`config.mk`:
```
export PLATFORM = sky130hd
export DESIGN_NAME = jumpUnit
export DESIGN_NICKNAME = d
export VERILOG_FILES = /design/src/jumpPkg.sv /design/src/instructionPhaseDecoder.sv /design/src/jumpGroupDecoder.sv /design/src/registerFile.sv /design/src/programCounter.sv /design/src/jumpUnit.sv
export VERILOG_INCLUDE_DIRS = /design/src /design/src/src
export SDC_FILE = /design/constraint.sdc
export NUM_CORES = 1
export LEC_CHECK = 0
export ABC_AREA = 1
export BUFFER_PORTS_ARGS = -buffer_cell sky130_fd_sc_hd__buf_4
export CAP_MARGIN = 0
export CORE_AREA = 5 5 174 243
export DETAILED_ROUTE_END_ITERATION = 7
export DIE_AREA = 0 0 179 248
export SYNTH_ARGS = -nofsm -noshare
export SYNTH_HDL_FRONTEND = slang
export SYNTH_SLANG_ARGS = --single-unit
```
`constraint.sdc`:
```
create_clock -name CLK -period 4.1 [get_ports CLK]
set_clock_uncertainty 0.2 [all_clocks]
set_input_delay 0.41 -clock CLK [delete_from_list [all_inputs] [get_ports CLK]]
set_output_delay 0.41 -clock CLK [all_outputs]
set_load 0.03 [all_outputs]
```
`src/jumpUnit_config.svh`:
```
`ifndef JUMPUNIT_CONFIG_SVH
`define JUMPUNIT_CONFIG_SVH

// ~~~~~~~~~~~~~~~~~~~~~~~~~~~~~~~~~~~~~~~~~~~~~~~~~~~~~~~~~~~~~~~~~~~~~
// datapath sizing
// ~~~~~~~~~~~~~~~~~~~~~~~~~~~~~~~~~~~~~~~~~~~~~~~~~~~~~~~~~~~~~~~~~~~~~

// word width of registers, PC and instruction bus
`define JU_DATA_WIDTH 16

// register file depth
`define JU_REG_COUNT 8

// register written by jump-and-link
`define JU_LINK_REG 7

// ~~~~~~~~~~~~~~~~~~~~~~~~~~~~~~~~~~~~~~~~~~~~~~~~~~~~~~~~~~~~~~~~~~~~~
// program counter
// ~~~~~~~~~~~~~~~~~~~~~~~~~~~~~~~~~~~~~~~~~~~~~~~~~~~~~~~~~~~~~~~~~~~~~

// byte addressed, one instruction is two bytes
`define JU_PC_STEP 2

`define JU_RESET_PC 0

`endif

```
`src/jumpPkg.sv`:
```
`include "jumpUnit_config.svh"

package jumpPkg;

	localparam int REG_ADDR_W = $clog2(`JU_REG_COUNT);

	typedef enum logic [1:0] {FETCH, DECODE, EXECUTE, COMMIT} phaseT;

	// only the jump group is handled in this slice
	typedef enum logic [1:0] {GENERAL, LOADSTORE, JUMP, ALU} groupT;

	typedef enum logic [1:0] {CC_Z, CC_C, CC_S, CC_P} ccSelT;

	typedef enum logic [1:0] {absReg, relReg, relShort, reserved} jumpModeT;

	typedef struct packed {
		groupT group;
		logic ccApply;
		logic ccInvert;
		ccSelT ccSel;
		jumpModeT mode;
		logic link;
		logic [REG_ADDR_W-1:0] regB;
		logic [3:0] shortOffset;
	} instrT;

	typedef struct packed {
		logic zero;
		logic carry;
		logic sign;
		logic parity;
	} flagsT;

	typedef enum logic {BASE_PC, BASE_REGB} pcBaseT;

	typedef enum logic [1:0] {OFF_ZERO, OFF_STEP, OFF_REGB, OFF_SHORT} pcOffsetT;

	typedef struct packed {
		pcBaseT pcBase;
		pcOffsetT pcOffset;
		logic [REG_ADDR_W-1:0] regBAddr;
		logic [3:0] shortOffset;
		logic linkWrite;
		logic taken;
	} ctrlWordT;

	typedef struct packed {
		logic valid;
		logic [REG_ADDR_W-1:0] addr;
		logic [`JU_DATA_WIDTH-1:0] data;
	} regLoadT;

	typedef struct packed {
		logic valid;
		logic [`JU_DATA_WIDTH-1:0] pc;
		logic [`JU_DATA_WIDTH-1:0] nextPc;
		logic taken;
		logic linked;
	} retireT;

endpackage

```
`src/instructionPhaseDecoder.sv`:
```
`include "jumpUnit_config.svh"

module instructionPhaseDecoder
	import jumpPkg::*;
(
	input  logic                      CLK,
	input  logic                      rstN,
	input  logic [`JU_DATA_WIDTH-1:0] din,
	output phaseT                     phase,
	output instrT                     instruction
);

	// ~~~~~~~~~~~~~~~~~~~~~~~~~~~~~~~~~~~~~~~~~~~~~~~~~~~~~~~~~~~~~~~~~~
	// phase ring
	// ~~~~~~~~~~~~~~~~~~~~~~~~~~~~~~~~~~~~~~~~~~~~~~~~~~~~~~~~~~~~~~~~~~

	phaseT phaseQ;

	// COMMIT wraps back to FETCH on the 2-bit overflow
	always_ff @(posedge CLK) begin
		if (!rstN) begin
			phaseQ <= FETCH;
		end else begin
			phaseQ <= phaseT'(phaseQ + 2'd1);
		end
	end

	assign phase = phaseQ;

	// ~~~~~~~~~~~~~~~~~~~~~~~~~~~~~~~~~~~~~~~~~~~~~~~~~~~~~~~~~~~~~~~~~~
	// instruction latch
	// ~~~~~~~~~~~~~~~~~~~~~~~~~~~~~~~~~~~~~~~~~~~~~~~~~~~~~~~~~~~~~~~~~~

	instrT instrQ;

	// memory presents din in the FETCH cycle, held for the other three
	always_ff @(posedge CLK) begin
		if (phaseQ == FETCH) begin
			instrQ <= instrT'(din);
		end
	end

	assign instruction = instrQ;

endmodule

```
`src/jumpGroupDecoder.sv`:
```
module jumpGroupDecoder
	import jumpPkg::*;
(
	input  logic     CLK,
	input  logic     rstN,
	input  phaseT    phase,
	input  instrT    instruction,
	input  flagsT    flags,
	output ctrlWordT ctrl
);

	logic ccFlag;
	logic ccPass;
	logic isJump;
	logic taken;
	ctrlWordT ctrlNext;
	ctrlWordT ctrlQ;

	// ~~~~~~~~~~~~~~~~~~~~~~~~~~~~~~~~~~~~~~~~~~~~~~~~~~~~~~~~~~~~~~~~~~
	// condition evaluation
	// ~~~~~~~~~~~~~~~~~~~~~~~~~~~~~~~~~~~~~~~~~~~~~~~~~~~~~~~~~~~~~~~~~~

	always_comb begin
		case (instruction.ccSel)
			CC_Z:    ccFlag = flags.zero;
			CC_C:    ccFlag = flags.carry;
			CC_S:    ccFlag = flags.sign;
			default: ccFlag = flags.parity;
		endcase
	end

	// unconditional when ccApply is clear
	assign ccPass = !instruction.ccApply || (ccFlag ^ instruction.ccInvert);

	assign isJump = (instruction.group == JUMP) && (instruction.mode != reserved);
	assign taken  = isJump && ccPass;

	// ~~~~~~~~~~~~~~~~~~~~~~~~~~~~~~~~~~~~~~~~~~~~~~~~~~~~~~~~~~~~~~~~~~
	// control word
	// ~~~~~~~~~~~~~~~~~~~~~~~~~~~~~~~~~~~~~~~~~~~~~~~~~~~~~~~~~~~~~~~~~~

	always_comb begin
		ctrlNext.regBAddr    = instruction.regB;
		ctrlNext.shortOffset = instruction.shortOffset;
		ctrlNext.linkWrite   = instruction.link && taken;
		ctrlNext.taken       = taken;
		// straight-line default, PC + step
		ctrlNext.pcBase      = BASE_PC;
		ctrlNext.pcOffset    = OFF_STEP;
		if (taken) begin
			case (instruction.mode)
				absReg: begin
					ctrlNext.pcBase   = BASE_REGB;
					ctrlNext.pcOffset = OFF_ZERO;
				end
				relReg: begin
					ctrlNext.pcOffset = OFF_REGB;
				end
				default: begin
					ctrlNext.pcOffset = OFF_SHORT;
				end
			endcase
		end
	end

	// flags are sampled once, in DECODE
	always_ff @(posedge CLK) begin
		if (!rstN) begin
			ctrlQ <= '0;
		end else if (phase == DECODE) begin
			ctrlQ <= ctrlNext;
		end
	end

	assign ctrl = ctrlQ;

endmodule

```
`src/registerFile.sv`:
```
`include "jumpUnit_config.svh"

module registerFile
	import jumpPkg::*;
(
	input  logic                      CLK,
	input  logic                      rstN,
	input  logic [REG_ADDR_W-1:0]     readAddr,
	output logic [`JU_DATA_WIDTH-1:0] readData,
	input  logic                      linkWrite,
	input  logic [`JU_DATA_WIDTH-1:0] linkData,
	input  regLoadT                   load
);

	logic [`JU_DATA_WIDTH-1:0] regs [`JU_REG_COUNT];

	// link write comes last so it overrides a load to the same register
	always_ff @(posedge CLK) begin
		if (!rstN) begin
			for (int i = 0; i < `JU_REG_COUNT; i++) begin
				regs[i] <= '0;
			end
		end else begin
			if (load.valid) begin
				regs[load.addr] <= load.data;
			end
			if (linkWrite) begin
				regs[`JU_LINK_REG] <= linkData;
			end
		end
	end

	assign readData = regs[readAddr];

endmodule

```
`src/programCounter.sv`:
```
`include "jumpUnit_config.svh"

module programCounter
	import jumpPkg::*;
(
	input  logic                      CLK,
	input  logic                      rstN,
	input  phaseT                     phase,
	input  ctrlWordT                  ctrl,
	input  logic [`JU_DATA_WIDTH-1:0] regBData,
	output logic [`JU_DATA_WIDTH-1:0] pc,
	output logic [`JU_DATA_WIDTH-1:0] linkData,
	output retireT                    retire
);

	logic [`JU_DATA_WIDTH-1:0] pcQ;
	logic [`JU_DATA_WIDTH-1:0] base;
	logic [`JU_DATA_WIDTH-1:0] offset;
	logic [`JU_DATA_WIDTH-1:0] shortExt;
	logic [`JU_DATA_WIDTH-1:0] nextPc;
	retireT retireQ;

	// 4-bit field, sign extended, in instruction units
	assign shortExt = {{(`JU_DATA_WIDTH-5){ctrl.shortOffset[3]}}, ctrl.shortOffset, 1'b0};

	assign base = (ctrl.pcBase == BASE_REGB) ? regBData : pcQ;

	always_comb begin
		case (ctrl.pcOffset)
			OFF_ZERO: offset = '0;
			OFF_STEP: offset = `JU_DATA_WIDTH'(`JU_PC_STEP);
			OFF_REGB: offset = regBData;
			default:  offset = shortExt;
		endcase
	end

	assign nextPc   = base + offset;
	assign linkData = pcQ + `JU_DATA_WIDTH'(`JU_PC_STEP);

	// ~~~~~~~~~~~~~~~~~~~~~~~~~~~~~~~~~~~~~~~~~~~~~~~~~~~~~~~~~~~~~~~~~~
	// commit
	// ~~~~~~~~~~~~~~~~~~~~~~~~~~~~~~~~~~~~~~~~~~~~~~~~~~~~~~~~~~~~~~~~~~

	always_ff @(posedge CLK) begin
		if (!rstN) begin
			pcQ     <= `JU_DATA_WIDTH'(`JU_RESET_PC);
			retireQ <= '0;
		end else if (phase == COMMIT) begin
			pcQ            <= nextPc;
			retireQ.valid  <= 1'b1;
			retireQ.pc     <= pcQ;
			retireQ.nextPc <= nextPc;
			retireQ.taken  <= ctrl.taken;
			retireQ.linked <= ctrl.linkWrite;
		end else begin
			// one-cycle strobe during the following FETCH
			retireQ.valid <= 1'b0;
		end
	end

	assign pc     = pcQ;
	assign retire = retireQ;

endmodule

```
`src/jumpUnit.sv`:
```
`include "jumpUnit_config.svh"

module jumpUnit
	import jumpPkg::*;
(
	input  logic                      CLK,
	input  logic                      rstN,
	input  logic [`JU_DATA_WIDTH-1:0] din,
	input  flagsT                     flags,
	input  regLoadT                   load,
	output logic [`JU_DATA_WIDTH-1:0] instrAddr,
	output retireT                    retire
);

	phaseT phase;
	instrT instruction;
	ctrlWordT ctrl;
	logic [`JU_DATA_WIDTH-1:0] regBData;
	logic [`JU_DATA_WIDTH-1:0] linkData;
	logic linkWrite;

	instructionPhaseDecoder phaseDec (
		.CLK(CLK),
		.rstN(rstN),
		.din(din),
		.phase(phase),
		.instruction(instruction)
	);

	jumpGroupDecoder jumpDec (
		.CLK(CLK),
		.rstN(rstN),
		.phase(phase),
		.instruction(instruction),
		.flags(flags),
		.ctrl(ctrl)
	);

	// link register is only written as the PC commits
	assign linkWrite = ctrl.linkWrite && (phase == COMMIT);

	registerFile regFile (
		.CLK(CLK),
		.rstN(rstN),
		.readAddr(ctrl.regBAddr),
		.readData(regBData),
		.linkWrite(linkWrite),
		.linkData(linkData),
		.load(load)
	);

	programCounter pcUnit (
		.CLK(CLK),
		.rstN(rstN),
		.phase(phase),
		.ctrl(ctrl),
		.regBData(regBData),
		.pc(instrAddr),
		.linkData(linkData),
		.retire(retire)
	);

endmodule

```
==> flow_metrics.tcl <==
set metrics [dict create \
    status "finished, final reports clean" \
    grtUsageTotal_pct 12.6 \
    whs_ns 0.0685 \
    end_kind "register" \
    ant_nets 0 \
    clkSinkCount 196 \
    wl_per_cell_um 16.4 \
    drt_iter0_drc 532 \
    ys_seq_area_share_pct 56.7 \
    max-cap-violations 0 \
    num_antenna_cells 0 \
    filler_cell_count 4267 \
    grt_pass1_vias 7771 \
    cp-start-kind "register" \
    cts.htree.levels 4 \
    start_util_pct 23.7 \
    fin_crit_ns 3.39 \
    via_count 7655 \
    fin_nets 1193 \
    max_slew.worst_pin.slew_ns 0.836 \
    syn_nets 1109 \
    hp-class "input port to register" \
    io_buffer_count 92 \
    ys_top_cells_by_area "edfxtp_1 46%, dfxtp_1 11%, nor2_1 8.8%" \
    ys_warn_count 0 \
    std_cell_rows 87 \
    routed_wl_mm 27.5 \
    final_cell_mix "223 x nor2_1, 144 x edfxtp_1, 123 x nand2_1" \
    final_max_slew_viol_count 0 \
    viasPerCell 4.56 \
    vdd_drop_max_mv 0.274 \
    globalRouteMet1Util_pct 14.4 \
    cts_made_buffers 17 \
    synth_top_area_share_pct 45.7 \
    dieHeight_um 248 \
    cp.required_ns 4.25 \
    gr-usage-met3_pct 1.95 \
    hp-start "load[14]" \
    clkTransAtPathRegs_ns 0.07 \
    syn_to_final_growth_pct 20.1 \
    synth_top_area_cell "edfxtp_1" \
    fmax_mhz 295 \
    finalPower_mw 4.48 \
    cts.path.max_buffers 2 \
    crit_fanout 23 \
    grtUsageMet2_pct 22.9 \
    power_density_nw_per_um2 394 \
    fin_setup_tns_ns 0 \
    hold_viol_final 0 \
    drc 0 \
    cts-root-buf "clkbuf_16" \
    p_leak_nw 4.70 \
    gr-max-usage-layer "met2" \
    grt_max_degree 65 \
    grt_pass1_wl_mm 43.0 \
    pin_count 93 \
    place.gp.congestion 0.945 \
    crit_arrival_ns 3.53 \
    post_synth.cell_area_avg_um2 9.04 \
    netlist_instances 1047 \
    antenna_found_initial 0 \
    synth-edff-count 144 \
    dieWidth_um 179 \
    dieArea_um2 44400 \
    synth_seq_cells 196 \
    grt-ovfl-total 0 \
    cts_tree "built" \
    ys_types 40 \
    crit_type "register to register" \
    layout_commonest_cell "nor2_1" \
    drt_pass1_iterations 5 \
    setup_viol 0 \
    synth-async-reset-ratio_pct 0 \
    layout-drive-gt1-share_pct 14.9 \
    rsz0062_at_grt "false" \
    synthesis.area_um2 9470 \
    hpwl_mm 20.3 \
    min_period_over_period_pct 82.7 \
    fp.coreArea_um2 39900 \
    clkLatencyLatePin_ns 0.44 \
    synthFlopType "edfxtp_1" \
    slew_headroom_pct 44.1 \
]
==> per-stage QoR <==
step	worst slack [ns]	cell area [µm²]	std cells	utilization (%)
detailed placement	0.736	10700	1630	26.7
CTS	0.729	11400	1678	28.5
finish	0.711	11400	1678	28.5
global placement	0.784	10700	1630	26.7
floorplan	1.24	9470	1047	-
global route	0.304	11400	1678	28.5
==> kinds of logic (layout without fill, tap and decap cells) <==
logic type	count (synthesis)	count (layout)	share of synthesized area, %
DFF	196	196	56.7
AOI/OAI and AO/OA	262	262	15.2
adders and majority gates	20	20	2.72
buffers and inverters	160	257	7.14
and+or+nand+nor	399	399	17.3
xor gates and xnor gates	10	10	0.925
==> worst paths after layout <==
kind	end	slack, ns	cells past startpoint
worst min register to register	phaseDec.phase[0]	0.27	1
worst min-delay path	regFile.regs[7][14]	0.07	3
worst max register to register	pcUnit.retire[16]	0.71	15
worst max-delay path	pcUnit.retire[16]	0.71	15
==> worst max-delay path, cell delays in order (launching register included) <==
cell and delay (ns):
dfxtp_1 0.31, inv_1 0.50, buf_4 0.26, o21ai_0 0.08, o22ai_1 0.20, o21ai_1 0.15, nor3_1 0.22, ha_1 0.25
fa_1 0.25, nand3_1 0.10, nand2_1 0.18, a21boi_1 0.12, o211ai_1 0.22, nor2_1 0.06, o21ai_1 0.13, inv_1 0.05
==> report_power, final <==
group	total, mW	internal [mW]	switching (mW)
sequential	2.30	2.24	0.0614
clock	1.58	0.829	0.753
combinational	0.592	0.190	0.402
==> what timing repair did <==
item,4_1_cts,5_1_grt
setup endpoints to repair,0,0
hold buffers,16,0
setup buffers,0,0
hold endpoints to repair,16,0
resized for setup,0,0
==> registers in the layout, summed over array words and instances (netlist names), named ones only <==
register and cells:
regFile.regs 128, pcUnit.retire 35, phaseDec.instruction 16, jumpDec.ctrl 12
phaseDec.phase 2
==> cells in the mapped netlist, types with 2 or more instances <==
cell type	number
nor2_1	223
edfxtp_1	144
nand2_1	123
o21ai_0	119
inv_1	90
a21oi_1	66
dfxtp_1	52
clkbuf_1	36
nand3_1	26
o21ai_1	22
o22ai_1	22
ha_1	19
buf_4	16
o221ai_1	13
buf_2	12
xor2_1	7
nand2_2	6
nor2_4	6
inv_2	5
nand3_2	4
nor3_1	4
a21o_1	3
a31oi_1	3
nor2_2	3
o211ai_1	3
xnor2_1	3
a311oi_1	2
o21bai_1	2
o32ai_1	2
==> layer usage <==
layer,vias up,share of wire [%]
met5,-,0
met4,0,3.4
met3,65,3.4
met2,220,53
met1,3649,40
li1,3721,-
==> area by class of cell <==
cell class / count / area, µm² / share of cell area, %
tap: 534 / 668 / 5.88
clock buffer: 17 / 425 / 3.74
timing repair buffer: 129 / 1010 / 8.87
multi-input combinational: 691 / 3420 / 30.1
sequential: 196 / 5370 / 47.2
clock inverter: 15 / 116 / 1.02
inverter: 96 / 360 / 3.17
No activity file was read; power rests on OpenSTA's default activity.
